==> config.mk <==
export PLATFORM = sky130hd
export DESIGN_NAME = mem_target_flat
export DESIGN_NICKNAME = d
export VERILOG_FILES = /design/src/source/bus_pkg.sv /design/src/source/mem_req_if.sv /design/src/source/tenure_if.sv /design/src/source/mem_target.sv /design/src/flat_wrapper.sv
export VERILOG_INCLUDE_DIRS = /design/src /design/src/source
export SDC_FILE = /design/constraint.sdc
export NUM_CORES = 1
export LEC_CHECK = 0
export BUFFER_PORTS_ARGS = -buffer_cell sky130_fd_sc_hd__buf_2
export CAP_MARGIN = 20
export CORE_MARGIN = 2
export CORE_UTILIZATION = 43
export CTS_BUF_LIST = sky130_fd_sc_hd__clkbuf_16
export DETAILED_ROUTE_END_ITERATION = 10
export GPL_TIMING_DRIVEN = 1
export PLACE_DENSITY = 0.86
export SYNTH_ARGS = -nofsm -noshare
export SYNTH_HDL_FRONTEND = slang
export SYNTH_SLANG_ARGS = --single-unit
==> constraint.sdc <==
create_clock -name clk -period 2.9 [get_ports clk]
set_input_delay 0.29 -clock clk [delete_from_list [all_inputs] [get_ports clk]]
set_output_delay 0.29 -clock clk [all_outputs]
set_load 0.1 [all_outputs]
==> src/source/bus_defs.svh <==
`ifndef BUS_DEFS_SVH
`define BUS_DEFS_SVH

// word address width on the bus, one address per memory word
`define BUS_ADDR_W 8

// width of the data bus for a single-beat transfer
`define BUS_DATA_W 32

// number of words held by the memory target
`define MEM_DEPTH 256

// earliest cycle after ts_n in which aack_n may be asserted
// ta_n is held back by the same window when a snoop could still cancel the tenure
`define AACK_MIN_DELAY 3

// start value of the wait-state LFSR, must never be zero
`define LFSR_SEED 16'hace1

`endif

==> src/source/bus_pkg.sv <==
package bus_pkg;

	// progress of one address tenure inside the memory target
	typedef enum logic [1:0] {
		IDLE      = 2'd0,
		// first cycle after ts_n, aack_n is never allowed here
		DELAY     = 2'd1,
		// the LFSR picks how long the tenure stays here
		AACK_WAIT = 2'd2,
		// the single cycle with aack_n low
		AACK      = 2'd3
	} addr_state_t;

	// transfer type codes seen on tt
	typedef enum logic [4:0] {
		XT_WRITE      = 5'b00010,
		// a cast-out write issued with gbl_n negated, nobody snoops it
		XT_SNOOP_PUSH = 5'b00110,
		XT_READ       = 5'b01010
	} xfer_type_t;

	// the two bus masters
	typedef enum logic {
		CPU1 = 1'b0,
		CPU2 = 1'b1
	} cpu_id_t;

endpackage

==> src/source/mem_req_if.sv <==
`timescale 1ns/1ps
`include "bus_defs.svh"

// the target queues acknowledged address tenures here and retires them on data completion
interface mem_req_if;
	import bus_pkg::*;

	logic                   push;
	logic [`BUS_ADDR_W-1:0] push_addr;
	logic                   push_write;
	// master that asserted ts_n for the tenure being queued
	cpu_id_t                push_master;
	logic                   commit;
	// at least one tenure is waiting for its data beat
	logic                   pending;
	cpu_id_t                head_master;
	// raw memory word at the head address
	logic [`BUS_DATA_W-1:0] rdata;

	modport tgt (
		output push, push_addr, push_write, push_master, commit,
		input  pending, head_master, rdata
	);

	modport store (
		input  push, push_addr, push_write, push_master, commit,
		output pending, head_master, rdata
	);

endinterface

==> src/source/tenure_if.sv <==
`timescale 1ns/1ps

// bus ownership flows from the arbiter to the target and tenure completion flows back
interface tenure_if;
	import bus_pkg::*;

	// master holding the most recent address grant
	cpu_id_t addr_master;
	// master that took the data bus for the current data tenure
	cpu_id_t data_master;
	// one cycle pulse in the aack_n cycle
	logic addr_done;
	// one cycle pulse when a data beat finished without drtry_n
	logic data_done;

	modport arb (
		output addr_master,
		output data_master,
		input  addr_done,
		input  data_done
	);

	modport tgt (
		input  addr_master,
		input  data_master,
		output addr_done,
		output data_done
	);

endinterface

==> src/source/mem_target.sv <==
`timescale 1ns/1ps
`include "bus_defs.svh"

module mem_target (
	input  logic                   clk,
	input  logic                   arst_n,
	input  logic                   ts_n,
	input  bus_pkg::xfer_type_t    tt,
	input  logic                   gbl_n,
	input  logic [`BUS_ADDR_W-1:0] addr,
	input  logic                   artry_n,
	input  logic                   dbb_n,
	input  logic [`BUS_DATA_W-1:0] wdata,
	output logic                   aack_n,
	output logic                   ta_n,
	output logic                   drtry_n,
	output logic [`BUS_DATA_W-1:0] wdata_q,
	tenure_if.tgt                  ten,
	mem_req_if.tgt                 req
);
	import bus_pkg::*;

	addr_state_t            state;
	// cycles since ts_n, saturating at the acknowledge window
	logic [3:0]             age;
	logic                   hold_ta;
	logic [15:0]            lfsr;
	logic                   lfsr_fb;
	cpu_id_t                addr_master_q;
	cpu_id_t                cur_addr_master;
	logic [`BUS_ADDR_W-1:0] addr_q;
	logic                   write_q;
	logic                   ta_pick_n;
	logic                   ta_prev_n;
	logic                   hold_now;
	logic                   valid_artry;
	logic                   must_delay;
	logic                   window_next;

	// x^16 + x^14 + x^13 + x^11 stands in for the nondeterministic wait-state choice
	assign lfsr_fb = lfsr[15] ^ lfsr[13] ^ lfsr[12] ^ lfsr[10];
	assign window_next = (age + 4'd1) >= 4'(`AACK_MIN_DELAY);

	// a master asserting ts_n right now already counts as the address master
	assign cur_addr_master = !ts_n ? ten.addr_master : addr_master_q;

	// the register only covers cycles after ts_n, so the ts_n cycle is decoded here
	assign hold_now = hold_ta ||
		(state == IDLE && !ts_n && tt != XT_SNOOP_PUSH && !gbl_n);
	assign valid_artry = !artry_n && (ten.data_master == cur_addr_master);
	// a different data master means its snoop window is long gone
	assign must_delay = hold_now && (ten.data_master == cur_addr_master);

	assign aack_n = (state != AACK);
	// ta_n never comes twice in a row, the gap is where drtry_n can appear
	assign ta_n = ((!dbb_n || !drtry_n) && !valid_artry && !must_delay && ta_prev_n) ?
		ta_pick_n : 1'b1;

	assign ten.addr_done = (state == AACK);
	assign ten.data_done = !ta_prev_n && drtry_n;
	// an address retry in the acknowledge cycle kills the tenure before it is queued
	assign req.push        = (state == AACK) && artry_n;
	assign req.push_addr   = addr_q;
	assign req.push_write  = write_q;
	// the master captured at ts_n owns the queued tenure
	assign req.push_master = addr_master_q;
	assign req.commit      = !ta_prev_n && drtry_n;

	always_ff @(posedge clk or negedge arst_n) begin
		if (!arst_n) begin
			state         <= IDLE;
			age           <= 4'd0;
			hold_ta       <= 1'b0;
			addr_master_q <= CPU1;
		end else begin
			if (age < 4'(`AACK_MIN_DELAY))
				age <= age + 4'd1;
			if (hold_ta && window_next)
				hold_ta <= 1'b0;
			case (state)
				IDLE: begin
					if (!ts_n) begin
						state         <= DELAY;
						age           <= 4'd1;
						hold_ta       <= (tt != XT_SNOOP_PUSH) && !gbl_n;
						addr_master_q <= ten.addr_master;
					end
				end
				DELAY:
					state <= AACK_WAIT;
				AACK_WAIT: begin
					// lfsr bit 0 set means one more wait state
					if (window_next && !lfsr[0])
						state <= AACK;
				end
				default:
					state <= IDLE;
			endcase
		end
	end

	always_ff @(posedge clk or negedge arst_n) begin
		if (!arst_n) begin
			lfsr      <= `LFSR_SEED;
			ta_pick_n <= 1'b1;
			ta_prev_n <= 1'b1;
			drtry_n   <= 1'b1;
		end else begin
			lfsr      <= {lfsr[14:0], lfsr_fb};
			// ta_n is offered in roughly three cycles out of four
			ta_pick_n <= lfsr[5] & lfsr[9];
			ta_prev_n <= ta_n;
			if (valid_artry)
				drtry_n <= 1'b1;
			else if (!ta_n)
				drtry_n <= ~(lfsr[3] & lfsr[11]);
			else if (!drtry_n)
				// drtry_n stays low until the beat is sent again
				drtry_n <= 1'b0;
			else
				drtry_n <= 1'b1;
		end
	end

	// tenure attributes and write data are captured with the bus strobes
	always_ff @(posedge clk) begin
		if (state == IDLE && !ts_n) begin
			addr_q  <= addr;
			write_q <= (tt == XT_WRITE) || (tt == XT_SNOOP_PUSH);
		end
		if (!ta_n)
			wdata_q <= wdata;
	end

endmodule

==> src/flat_wrapper.sv <==
// flat-port wrapper written by rule: the top's interface ports become plain ports
module mem_target_flat import bus_pkg::*;
  (clk, arst_n, ts_n, tt, gbl_n, addr, artry_n, dbb_n, wdata, aack_n, ta_n, drtry_n, wdata_q, ten_addr_master, ten_data_master, ten_addr_done, ten_data_done, req_push, req_push_addr, req_push_write, req_push_master, req_commit, req_pending, req_head_master, req_rdata);
  tenure_if ten_i ();
  mem_req_if req_i ();
  input  logic clk;
  input  logic arst_n;
  input  logic ts_n;
  input  bus_pkg::xfer_type_t tt;
  input  logic gbl_n;
  input  logic [`BUS_ADDR_W-1:0] addr;
  input  logic artry_n;
  input  logic dbb_n;
  input  logic [`BUS_DATA_W-1:0] wdata;
  output logic aack_n;
  output logic ta_n;
  output logic drtry_n;
  output logic [`BUS_DATA_W-1:0] wdata_q;
  input wire logic [$bits(ten_i.addr_master)-1:0] ten_addr_master;
  input wire logic [$bits(ten_i.data_master)-1:0] ten_data_master;
  output wire logic [$bits(ten_i.addr_done)-1:0] ten_addr_done;
  output wire logic [$bits(ten_i.data_done)-1:0] ten_data_done;
  output wire logic [$bits(req_i.push)-1:0] req_push;
  output wire logic [$bits(req_i.push_addr)-1:0] req_push_addr;
  output wire logic [$bits(req_i.push_write)-1:0] req_push_write;
  output wire logic [$bits(req_i.push_master)-1:0] req_push_master;
  output wire logic [$bits(req_i.commit)-1:0] req_commit;
  input wire logic [$bits(req_i.pending)-1:0] req_pending;
  input wire logic [$bits(req_i.head_master)-1:0] req_head_master;
  input wire logic [$bits(req_i.rdata)-1:0] req_rdata;
  assign ten_i.addr_master = ten_addr_master;
  assign ten_i.data_master = ten_data_master;
  assign ten_addr_done = ten_i.addr_done;
  assign ten_data_done = ten_i.data_done;
  assign req_push = req_i.push;
  assign req_push_addr = req_i.push_addr;
  assign req_push_write = req_i.push_write;
  assign req_push_master = req_i.push_master;
  assign req_commit = req_i.commit;
  assign req_i.pending = req_pending;
  assign req_i.head_master = req_head_master;
  assign req_i.rdata = req_rdata;
  mem_target u_core (.clk(clk), .arst_n(arst_n), .ts_n(ts_n), .tt(tt), .gbl_n(gbl_n), .addr(addr), .artry_n(artry_n), .dbb_n(dbb_n), .wdata(wdata), .aack_n(aack_n), .ta_n(ta_n), .drtry_n(drtry_n), .wdata_q(wdata_q), .ten(ten_i), .req(req_i));
endmodule
==> flow_metrics.env <==
export IMPL_outcome="completed"
export IMPL_drt_iter0_drc=111
export IMPL_io_buffers=101
export IMPL_initial_core_util_pct=45.0
export IMPL_yosysMostFrequentCell="edfxtp_1"
export IMPL_die_x_um=77.6
export IMPL_worstPathArrival_ps=2300
export IMPL_yosys_area_top_type="edfxtp_1"
export IMPL_tightest_slew_ps=562
export IMPL_grt_setup_unrepaired="false"
export IMPL_avgRoutedWirePerCell_um=15.1
export IMPL_finalSetupViolCount=0
export IMPL_clk_latency_ps=320
export IMPL_die_area_um2=6020
export IMPL_cp_required_ps=2610
export IMPL_grt_usage_pct=16.5
export IMPL_crit_path_max_incr_delay_ps=430
export IMPL_drive_gt1_share_pct=55.2
export IMPL_fin_crit_sh_pct=89.2
export IMPL_fin_crit_ps=2590
export IMPL_drc=0
export IMPL_stdcell_area_um2=3240
export IMPL_ys_warn_count=0
export IMPL_ios=136
export IMPL_synthCells=123
export IMPL_synth_cell_type_count=32
export IMPL_area_delta_synth_final_pct=39.3
export IMPL_gp_congestion=0.728
export IMPL_grt_max_degree=34
export IMPL_rows=26
export IMPL_overflow=0
export IMPL_worstPathMaxFanout=7
export IMPL_placed_area_um2=2930
export IMPL_max_freq_ghz=0.387
export IMPL_synth_avg_cell_area_um2=18.9
export IMPL_cp_buffers_inverters=3
export IMPL_grt_pass1_wl_mm=7.27
export IMPL_die_y_um=77.6
export IMPL_hp_class="in2reg"
export IMPL_worstSetupStartpointType="flop"
export IMPL_ys_top_cells_by_count="41 x edfxtp_1, 16 x dfrtp_1, 11 x dfstp_2, 8 x nand2_1, 6 x inv_1"
export IMPL_drt_total_wl_mm=4.71
export IMPL_synth_area_top_cells="edfxtp_1 53%, dfrtp_1 17%, dfstp_2 12%"
export IMPL_root_buffer="clkbuf_16"
export IMPL_vias=1451
export IMPL_synth_seq_area_share_pct=82.4
export IMPL_cts_tree="built"
export IMPL_dp_hpwl_mm=3.44
export IMPL_syn_area_um2=2330
export IMPL_async_reset_ff_share_pct=39.7
export IMPL_setup_tns_ps=0
export IMPL_synthesis_nets=215
export IMPL_relSlewSlack_pct=62.6
export IMPL_crit_family="buffers and inverters"
export IMPL_cp_cell_sequence="inv_1 > ha_1 > nand2b_4 > a211oi_2 > nor3b_1 > o2111a_2 > inv_1 > buf_2"
export IMPL_skew_ps=3.70
export IMPL_synth_edff_count=41
export IMPL_powerDensity_nw_per_um2=1130
export IMPL_cpMaxStageDelayCell="buf_2"
export IMPL_clockBufferDepth=2
export IMPL_yosysTopAreaCellShare_pct=52.8
export IMPL_cts_sinks=68
export IMPL_antenna_found_initial=0
export IMPL_grt_pass1_vias=1448
export IMPL_final_hold_violation_count=0
export IMPL_drt_first_pass_iters=4
export IMPL_htreeDepth=3
export IMPL_ys_seq_elements=68
export IMPL_crit_type="reg2out"
export IMPL_timing_max_cap_violations=0
export IMPL_cts_clk_slew_worst_paths_ps=50
export IMPL_drtAntennaViolNets=0
export IMPL_antenna_cells=0
export IMPL_final_util_pct=62.7
export IMPL_cts_buffers=9
export IMPL_finalMaxSlewViolations=0
export IMPL_nets=328
export IMPL_viasPerCell=4.67
export IMPL_cts_resized=0
export IMPL_coreArea_um2=5170
export IMPL_ys_flop_type="edfxtp_1"
export IMPL_cpMostUsedCell="inv_1"
export IMPL_p_leak_uw=0.00147
export IMPL_worstSetupEndpointType="primary output"
export IMPL_ir_drop_uv=750
-- layer usage --
metal	GRT usage (%)	share of wire (%)
met1	19.4	39
met2	26.1	51
met3	7.79	8.4
met4	6.25	1.4
met5	0	0
-- placed cells by master (no fill, tap or decap), drive strengths merged, types with 2 or more instances in the layout --
cell type,Yosys,routed
ha,5,5
inv,7,9
xnor2,4,4
nand2b,3,3
clkbuf,0,9
buf,1,102
dfrtp,16,16
nand2,8,8
nor2,2,2
mux2,2,2
a21oi,2,2
bufinv,0,2
a211oi,2,2
edfxtp,41,41
dfstp,11,11
clkinv,0,2
and2,5,5
-- report_power, final --
part / switching [uW] / leakage (uW) / internal (uW)
Clock: 356 / 0.000155 / 740
Combinational: 1090 / 0.000602 / 227
Sequential: 65.2 / 0.000711 / 1200
-- cell families after synthesis --
kind of cell | Yosys count | synth area share (%)
DFF | 68 | 82.4
and+or+nand+nor | 24 | 6.55
AOI/OAI and AO/OA | 10 | 3.44
buffers and inverters | 8 | 1.45
xor gates and xnor gates | 5 | 1.88
adders and majority gates | 5 | 2.69
muxes | 3 | 1.56
-- flip-flops by register name (all words and copies together), names as in the netlist, 2 cells and up, named ones only --
register / count
u_core.lfsr: 16
u_core.req.push_addr: 8
u_core.age: 3
u_core.wdata_q: 32
u_core.state: 2
-- through the flow --
stage	hold slack (ps)	instances	power, uW	worst slack (ps)
floorplan	-5.59	123	2380	63.9
global placement	306	294	2560	713
detailed placement	312	294	2590	660
CTS	136	311	3710	276
global route	128	311	3820	159
finish	143	311	3680	314
-- worst paths after layout --
kind                                        startpoint                           endpoint  slack [ps]  cells after the start
hold / removal                                 addr[0]  u_core.req.push_addr[0]$_DFFE_PN_         140                      1
setup reg to reg           u_core.state[0]$_DFFE_PN0P_           u_core.drtry_n$_DFF_PN1_         760                      8
max in group asynchronous                       arst_n          u_core.lfsr[15]$_DFF_PN1_        2000                      2
hold reg to reg               u_core.lfsr[1]$_DFF_PN0_           u_core.lfsr[2]$_DFF_PN0_         350                      0
min in group asynchronous                       arst_n            u_core.age[1]$_DFF_PN0_         520                      2
setup / recovery           u_core.state[0]$_DFFE_PN0P_                               ta_n         310                      8
-- layout make-up --
class	count	area, um^2
Clock buffer	9	225
Clock inverter	7	83.8
Fill cell	334	1930
Inverter	7	26.3
Multi-Input combinational cell	47	378
Sequential cell	68	1920
Tap cell	70	87.6
Timing Repair Buffer	103	523
-- timing repair --
item	CTS	global route
hold buffers	1	0
setup buffers	0	0
endpoints found under the hold margin	16	0
Note: power is estimated with default switching activity, not from simulation.
