$ cat src/source/bus_pkg.sv
package bus_pkg;

	// progress of one address tenure inside the memory target
	typedef enum logic [1:0] {
		IDLE      = 2'd0,
		// first cycle after ts_n, aack_n is never allowed here
		DELAY     = 2'd1,
		// the LFSR picks how long the tenure stays here
		AACK_WAIT = 2'd2,
		// the single cycle with aack_n low
		AACK      = 2'd3
	} addr_state_t;

	// transfer type codes seen on tt
	typedef enum logic [4:0] {
		XT_WRITE      = 5'b00010,
		// a cast-out write issued with gbl_n negated, nobody snoops it
		XT_SNOOP_PUSH = 5'b00110,
		XT_READ       = 5'b01010
	} xfer_type_t;

	// the two bus masters
	typedef enum logic {
		CPU1 = 1'b0,
		CPU2 = 1'b1
	} cpu_id_t;

endpackage

$ cat src/source/tenure_if.sv
`timescale 1ns/1ps

// bus ownership flows from the arbiter to the target and tenure completion flows back
interface tenure_if;
	import bus_pkg::*;

	// master holding the most recent address grant
	cpu_id_t addr_master;
	// master that took the data bus for the current data tenure
	cpu_id_t data_master;
	// one cycle pulse in the aack_n cycle
	logic addr_done;
	// one cycle pulse when a data beat finished without drtry_n
	logic data_done;

	modport arb (
		output addr_master,
		output data_master,
		input  addr_done,
		input  data_done
	);

	modport tgt (
		input  addr_master,
		input  data_master,
		output addr_done,
		output data_done
	);

endinterface

$ cat src/source/bus_arbiter.sv
`timescale 1ns/1ps

module bus_arbiter (
	input  logic             clk,
	input  logic             arst_n,
	input  logic             br1_n,
	input  logic             br2_n,
	input  logic             ts_n,
	input  logic             dbb_n,
	output logic             bg1_n,
	output logic             bg2_n,
	output logic             dbg1_n,
	output logic             dbg2_n,
	tenure_if.arb            ten,
	input  logic             pending,
	input  bus_pkg::cpu_id_t head_master,
	input  logic             queue_full
);
	import bus_pkg::*;

	// last master given the address bus, also drives round-robin priority
	cpu_id_t last_cpu;
	cpu_id_t data_owner;
	// set from ts_n until the target acknowledges the address
	logic    tenure_open;
	// set from the data grant until the beat completes
	logic    data_busy;
	logic    addr_free;
	logic    data_free;

	// a new address grant needs no grant outstanding, no open tenure and room in the queue
	assign addr_free = bg1_n && bg2_n && !tenure_open && !queue_full;
	assign data_free = dbg1_n && dbg2_n && !data_busy && dbb_n;

	assign ten.addr_master = last_cpu;
	assign ten.data_master = data_owner;

	always_ff @(posedge clk or negedge arst_n) begin
		if (!arst_n) begin
			bg1_n       <= 1'b1;
			bg2_n       <= 1'b1;
			last_cpu    <= CPU2;
			tenure_open <= 1'b0;
		end else begin
			if (!ts_n) begin
				// the granted master has started its tenure, release the grant
				bg1_n <= 1'b1;
				bg2_n <= 1'b1;
			end else if (addr_free) begin
				// cpu1 wins unless cpu2 also asks and cpu1 went last
				if (!br1_n && (br2_n || last_cpu == CPU2)) begin
					bg1_n    <= 1'b0;
					last_cpu <= CPU1;
				end else if (!br2_n) begin
					bg2_n    <= 1'b0;
					last_cpu <= CPU2;
				end
			end
			if (!ts_n)
				tenure_open <= 1'b1;
			else if (ten.addr_done)
				tenure_open <= 1'b0;
		end
	end

	always_ff @(posedge clk or negedge arst_n) begin
		if (!arst_n) begin
			dbg1_n     <= 1'b1;
			dbg2_n     <= 1'b1;
			data_owner <= CPU1;
			data_busy  <= 1'b0;
		end else begin
			if (!dbg1_n || !dbg2_n) begin
				// record the owner before dbb_n falls so the target sees it in the first beat
				if (dbb_n)
					data_owner <= !dbg1_n ? CPU1 : CPU2;
				else begin
					dbg1_n <= 1'b1;
					dbg2_n <= 1'b1;
				end
			end else if (pending && data_free) begin
				// data tenures run in address order, so the queue head gets the bus
				if (head_master == CPU1)
					dbg1_n <= 1'b0;
				else
					dbg2_n <= 1'b0;
				data_busy <= 1'b1;
			end
			if (ten.data_done)
				data_busy <= 1'b0;
		end
	end

endmodule

$ cat src/flat_wrapper.sv
// flat-port wrapper written by rule: the top's interface ports become plain ports
module bus_arbiter_flat import bus_pkg::*;
  (clk, arst_n, br1_n, br2_n, ts_n, dbb_n, bg1_n, bg2_n, dbg1_n, dbg2_n, pending, head_master, queue_full, ten_addr_master, ten_data_master, ten_addr_done, ten_data_done);
  tenure_if ten_i ();
  input  logic clk;
  input  logic arst_n;
  input  logic br1_n;
  input  logic br2_n;
  input  logic ts_n;
  input  logic dbb_n;
  output logic bg1_n;
  output logic bg2_n;
  output logic dbg1_n;
  output logic dbg2_n;
  input  logic pending;
  input  bus_pkg::cpu_id_t head_master;
  input  logic queue_full;
  output wire logic [$bits(ten_i.addr_master)-1:0] ten_addr_master;
  output wire logic [$bits(ten_i.data_master)-1:0] ten_data_master;
  input wire logic [$bits(ten_i.addr_done)-1:0] ten_addr_done;
  input wire logic [$bits(ten_i.data_done)-1:0] ten_data_done;
  assign ten_addr_master = ten_i.addr_master;
  assign ten_data_master = ten_i.data_master;
  assign ten_i.addr_done = ten_addr_done;
  assign ten_i.data_done = ten_data_done;
  bus_arbiter u_core (.clk(clk), .arst_n(arst_n), .br1_n(br1_n), .br2_n(br2_n), .ts_n(ts_n), .dbb_n(dbb_n), .bg1_n(bg1_n), .bg2_n(bg2_n), .dbg1_n(dbg1_n), .dbg2_n(dbg2_n), .ten(ten_i), .pending(pending), .head_master(head_master), .queue_full(queue_full));
endmodule
$ cat config.mk
export PLATFORM = sky130hd
export DESIGN_NAME = bus_arbiter_flat
export DESIGN_NICKNAME = d
export VERILOG_FILES = /design/src/source/bus_pkg.sv /design/src/source/tenure_if.sv /design/src/source/bus_arbiter.sv /design/src/flat_wrapper.sv
export SDC_FILE = /design/constraint.sdc
export NUM_CORES = 1
export LEC_CHECK = 0
export BUFFER_PORTS_ARGS = -buffer_cell sky130_fd_sc_hd__buf_2
export CORE_AREA = 3 3 40 42
export DETAILED_ROUTE_END_ITERATION = 16
export DIE_AREA = 0 0 43 45
export GPL_ROUTABILITY_DRIVEN = 0
export PLACE_DENSITY = 0.62
export SLEW_MARGIN = 30
export SYNTH_ARGS = -nofsm -noshare
export SYNTH_HDL_FRONTEND = slang
export SYNTH_SLANG_ARGS = --single-unit
$ cat constraint.sdc
create_clock -name clk -period 1.1 [get_ports clk]
set_input_delay 0.33 -clock clk [delete_from_list [all_inputs] [get_ports clk]]
set_output_delay 0.33 -clock clk [all_outputs]
set_load 0.1 [all_outputs]
==> impl_metrics.yaml, run 1 <==
timing:
  relSlewSlack_pct: 87.4
  hold_viol_final: 0
  setup_viol: 9
  min_period_ns: 1.38
  whs_ns: 0.230
  slew_viol_final: 0
  rsz0062_at_grt: "yes"
  fin_worst_skew_ns: 0.00662
  worst_pin_slew_ns: 0.188
  post-route-period-util_pct: 126
  max_freq_ghz: 0.723
  layout_setup_ws_ns: -0.284
place:
  dp.cells: 67
  dpl.hpwl_um: 640
  place_area_um2: 588
  port-buffer-count: 16
min_path:
  min_path_cells: 2
  hp-class: "primary input to flop"
  min_from: "ten_data_done"
  holdPathEnd: "u_core.data_busy$_DFFE_PN0P_"
power:
  vdd_drop_max_mv: 0.770
  design_power_total_mw: 1.25
  p_leak_nw: 0.324
  power_density_mw_per_mm2: 1800
logic_synthesis:
  syn-mean-instance-area_um2: 10.5
  synth.cell_area_um2: 348
  synthFlopType: "dfstp_2"
  yosysWarnings: 0
  synth_edf_count: 0
  synth_cell_types: 15
  ys_ff_latch: 8
  yosysTopAreaCellShare_pct: 37.8
  ys_seq_area_share_pct: 59.4
  ys_async_sr_fraction_pct: 100
  synthCells: 33
  synth_area_leaders: "dfstp_2, dfrtp_1, o21ai_0, o32a_1, inv_1"
  synth.largest_area_cell: "dfstp_2"
  synth_most_common_cell: "dfstp_2"
  syn_nets: 44
  ys_top_cells_by_count: "dfstp_2, inv_1, o21ai_0, dfrtp_1, nor2_1"
drt:
  firstDrtPassIters: 3
  first_iter_violations: 3
  wl_um: 899
  drtAntennaViolNets: 0
  drc: 0
  via_per_inst: 4.68
  routedWlPerCell_um: 11.5
  vias: 365
layout:
  drive_above_1_share_pct: 61.9
  final_cell_area_um2: 697
  multi_input_area_um2: 148
  seqCellArea_um2: 226
  utilization_pct: 54.2
  nets: 75
  fillerInstances: 113
  area_delta_synth_final_pct: 100
  diodes: 0
  finalNonFillerCells: 78
worst_setup_path:
  critPathRequiredTime_ns: 0.77
  slowest_stage: "dfstp_4"
  r2r_cells: 4
  cp_top_family: "flip-flops"
  rrSetupSlack_ns: -0.22
  critPathMaxStageDelay_ns: 0.63
  worstReg2RegStart: "u_core.bg1_n$_DFFE_PN1P_"
  crit_type: "flop to output port"
  crit_buf_inv: 1
  worstSetupEndpointType: "output port"
  path_cells: "buf_12"
  regToRegEndpoint: "u_core.bg1_n$_DFFE_PN1P_"
  start_kind: "flop"
  critPathMaxFanout: 2
  worst_ep_arrival_time_ns: 1.05
global_route:
  grt_max_degree: 9
  grtUsageTotal_pct: 9.50
  antenna_found_initial: 0
  grt_pass1_vias: 367
  overflow: 0
  grt_pass1_wl_um: 1380
die:
  dieWidth_um: 43
  fp.dieH_um: 45
  core-area_mm2: 0.00128
  die-area_mm2: 0.00194
  start_util_pct: 27.1
  io_pins: 17
  row_count: 13
clock_network:
  htree_levels: 1
  clk_pin_slew_worst_paths_ns: 0.06
  numCtsBuffers: 3
  cts_sinks: 8
  clock_latency_ns: 0.25
  cts_buffer_depth: 2
  cts-root-buf: "clkbuf_4"
  tritoncts: "built"
run_status:
  status: "complete, but fails checks"
  violations: "negative setup slack"
run:
  maxCapViolations: 0
## area by class of cell
| cell class | instances | area share [%] |
|---|---|---|
| Clock buffer | 4 | 3.77 |
| Inverter | 4 | 2.15 |
| Multi-Input combinational cell | 21 | 21.2 |
| Sequential cell | 8 | 32.5 |
| Tap cell | 15 | 2.69 |
| Timing Repair Buffer | 26 | 37.7 |
## cells in the final DEF (no fill, tap or decap), types with 2 or more instances in the layout
master / count
buf_12: 6
buf_2: 10
buf_4: 5
buf_6: 4
clkbuf_4: 3
dfrtp_1: 2
dfstp_4: 5
inv_1: 3
nand2_1: 2
nand2b_1: 2
nor2_1: 3
o21ai_1: 3
o32a_1: 2
## registers in the layout, indices dropped and copies added (netlist names)
register / cells
u_core.tenure_open: 1
u_core.bg2_n: 1
u_core.ten.addr_master: 1
u_core.ten.data_master: 1
u_core.dbg1_n: 1
u_core.dbg2_n: 1
u_core.data_busy: 1
u_core.bg1_n: 1
## where the power goes
part	internal [mW]	switching, mW
Combinational	0.259	0.352
Clock	0.139	0.0964
Sequential	0.367	0.0412
## routing by layer
layer | track usage, % | up-vias | share of wire [%]
met4 | 5.42 | 0 | 0
met2 | 17.7 | 15 | 51
met3 | 1.99 | 0 | 8.1
met5 | 0 | - | 0
li1 | - | 180 | -
met1 | 9.93 | 170 | 41
## worst max-delay path by stage
| stage | from | to | cells after the start |
|---|---|---|---|
| 3_3_place_gp | u_core.bg1_n$_DFFE_PN1P_ | u_core.bg2_n$_DFFE_PN1P_ | 2 |
| 2_1_floorplan | u_core.bg1_n$_DFFE_PN1P_ | u_core.bg2_n$_DFFE_PN1P_ | 2 |
| 5_1_grt | u_core.bg2_n$_DFFE_PN1P_ | bg2_n | 1 |
| 3_5_place_dp | u_core.bg1_n$_DFFE_PN1P_ | u_core.bg2_n$_DFFE_PN1P_ | 2 |
| 4_1_cts | u_core.dbg1_n$_DFFE_PN1P_ | dbg1_n | 1 |
| 6_report | u_core.bg2_n$_DFFE_PN1P_ | bg2_n | 1 |
## per-stage QoR
| step | setup WS [ns] | TNS, ns |
|---|---|---|
| after floorplan | -0.241 | -0.672 |
| after global placement | -0.0494 | -0.200 |
| after detailed placement | -0.0554 | -0.209 |
| after CTS | -0.291 | -1.88 |
| after global routing | -0.303 | -2.27 |
| final | -0.284 | -2.05 |
## repair_timing
item,CTS,global route
setup endpoints to repair,9,11
setup buffers,3,3
pin swaps,2,2
endpoints found under the hold margin,3,0
hold buffers,1,0
resized for setup,2,4
## worst register-to-register path, cell delays in order (launching register included)
cell       delay, ns
dfstp_4         0.63
buf_6           0.10
buf_6           0.09
nand4bb_1       0.12
o32a_1          0.31
## logic make-up (layout without fill, tap and decap cells)
family,Yosys count,after routing,synth area share (%)
buf+inv,4,34,4.32
flops,8,8,59.4
simple gates,11,11,17.3
compound gates,10,10,19.1
Note: power is estimated with default switching activity, not from simulation.
==> inputs of run 2 (changes only) <==
--- a/config.mk
+++ b/config.mk
@@ -5,7 +5,7 @@
 export SDC_FILE = /design/constraint.sdc
 export NUM_CORES = 1
 export LEC_CHECK = 0
-export BUFFER_PORTS_ARGS = -buffer_cell sky130_fd_sc_hd__buf_2
+export BUFFER_PORTS_ARGS = -buffer_cell sky130_fd_sc_hd__clkbuf_2
 export CORE_AREA = 3 3 40 42
 export DETAILED_ROUTE_END_ITERATION = 16
 export DIE_AREA = 0 0 43 45
==> run 2 against run 1 <==
  * The run still ends with negative setup slack left
  * Die area is the same
  * Clock skew hardly changed
  * Sequential share of layout area increased by 1.5 points
  * Core utilization decreased by 2.3 points
  * First-iteration DRC count down 100%
  * Count of clock-buffer cells in the layout unchanged
==> impl_metrics.yaml, run 2 (synthesis results as in run 1) <==
run_status:
  status: "complete, but fails checks"
  violations: "negative setup slack"
power:
  p_int_mw: 0.756
  design_power_total_mw: 1.24
  power_frac_seq_pct: 32.8
  p_switching_mw: 0.484
  vdd_drop_max_mv: 0.794
  p_leak_nw: 0.311
  pwr-share-comb_pct: 48.4
  clockPowerShare_pct: 18.9
  power_density_mw_per_mm2: 1860
  switching_share_pct: 39.0
timing:
  whs_ns: 0.230
  slew_viol_final: 0
  setup_tns_ns: -1.82
  layout_setup_ws_ns: -0.278
  rsz0062_at_grt: "yes"
  hold_viol_final: 0
  max_freq_ghz: 0.725
  setup_viol: 9
  relSlewSlack_pct: 86.8
  fin_worst_skew_ns: 0.00689
  min_period_ns: 1.38
  worst_pin_slew_ns: 0.199
  post-route-period-util_pct: 125
layout:
  final_cell_area_um2: 667
  drive_above_1_share_pct: 60.7
  fillerInstances: 117
  final_common_cell: "clkbuf_2"
  final_cell_mix: "clkbuf_2, buf_4, buf_12"
  utilization_pct: 51.9
  diodes: 0
  nets: 73
  finalNonFillerCells: 76
  area_delta_synth_final_pct: 91.7
clock_network:
  cts_buffer_depth: 2
  cts_sinks: 8
  clock_latency_ns: 0.25
  numCtsBuffers: 3
  tritoncts: "built"
  htree_levels: 1
  clk_pin_slew_worst_paths_ns: 0.06
  cts-root-buf: "clkbuf_4"
die:
  dieWidth_um: 43
  core-area_mm2: 0.00128
  io_pins: 17
  fp.dieH_um: 45
  row_count: 13
  start_util_pct: 27.1
  die-area_mm2: 0.00194
worst_setup_path:
  crit_buf_inv: 1
  cp_top_family: "flip-flops"
  start_kind: "flop"
  critPathMaxFanout: 2
  critPathMaxStageDelay_ns: 0.63
  critPathRequiredTime_ns: 0.77
  worst_ep_arrival_time_ns: 1.05
  slowest_stage: "dfstp_4"
  path_cells: "buf_12"
  worstSetupEndpointType: "output port"
  crit_type: "flop to output port"
place:
  place_area_um2: 588
  dpl_worst_slack_ns: -0.0552
  dpl.hpwl_um: 680
  port-buffer-count: 16
  dp.cells: 67
global_route:
  antenna_found_initial: 0
  overflow: 0
  grt_max_degree: 9
  grt_pass1_wl_um: 1500
  grtUsageTotal_pct: 10.3
  grt_pass1_vias: 376
drt:
  firstDrtPassIters: 1
  routedWlPerCell_um: 11.2
  wl_um: 854
  drc: 0
  first_iter_violations: 0
  drtAntennaViolNets: 0
  vias: 356
  via_per_inst: 4.68
min_path:
  hp-class: "primary input to flop"
run:
  maxCapViolations: 0
-- run 2: cell types whose count changed in the layout (fill, tap and decap cells not counted) --
cell / before / now
buf_2: 10 / 0
buf_4: 5 / 7
buf_6: 4 / 0
clkbuf_2: 0 / 10
-- run 2: what timing repair did --
action	4_1_cts	5_1_grt
resized for setup	2	0
hold buffers	1	0
pin swaps	2	1
endpoints found under the setup margin	9	12
hold endpoints to repair	3	0
buffers inserted	3	1
-- run 2: worst reg2reg max path, cell delays in order, from the launching register on --
cell       delay, ns
dfstp_4         0.63
buf_4           0.12
nand4bb_1       0.13
o32a_1          0.31
-- run 2: final timing paths --
| kind | startpoint | endpoint | slack, ns | cells after the start |
|---|---|---|---|---|
| setup reg to reg | u_core.bg2_n$_DFFE_PN1P_ | u_core.bg1_n$_DFFE_PN1P_ | -0.15 | 3 |
| min in group asynchronous | arst_n | u_core.data_busy$_DFFE_PN0P_ | 0.47 | 2 |
| hold reg to reg | u_core.data_busy$_DFFE_PN0P_ | u_core.data_busy$_DFFE_PN0P_ | 0.51 | 2 |
| setup / recovery | u_core.dbg1_n$_DFFE_PN1P_ | dbg1_n | -0.28 | 1 |
| max in group asynchronous | arst_n | u_core.dbg2_n$_DFFE_PN1P_ | 0.39 | 2 |
| hold / removal | ten_data_done | u_core.data_busy$_DFFE_PN0P_ | 0.23 | 2 |
-- run 2: per-layer routing --
metal / vias up / part of all wire, % / track usage [%] / wire length, um
met5: - / 0 / 0 / 0
met4: 0 / 0 / 3.61 / 0
met3: 0 / 11 / 3.98 / 96
met2: 17 / 51 / 18.9 / 436
met1: 163 / 37 / 10.7 / 320
li1: 176 / - / - / -
-- run 2: cell type report --
class	count	area, um^2	area share, %
Tap cell	15	18.8	2.81
Clock buffer	4	26.3	3.94
Inverter	4	15.0	2.25
Multi-Input combinational cell	21	148	22.1
Sequential cell	8	226	34.0
Timing Repair Buffer	24	233	34.9
-- run 2: power by group through the flow --
stage	combinational [mW]	clock, mW	sequential [mW]
global route	0.625	0.259	0.412
global placement	0.532	0	0.417
CTS	0.587	0.246	0.409
detailed placement	0.534	0	0.419
floorplan	0.0649	0	0.656
finish	0.600	0.234	0.406
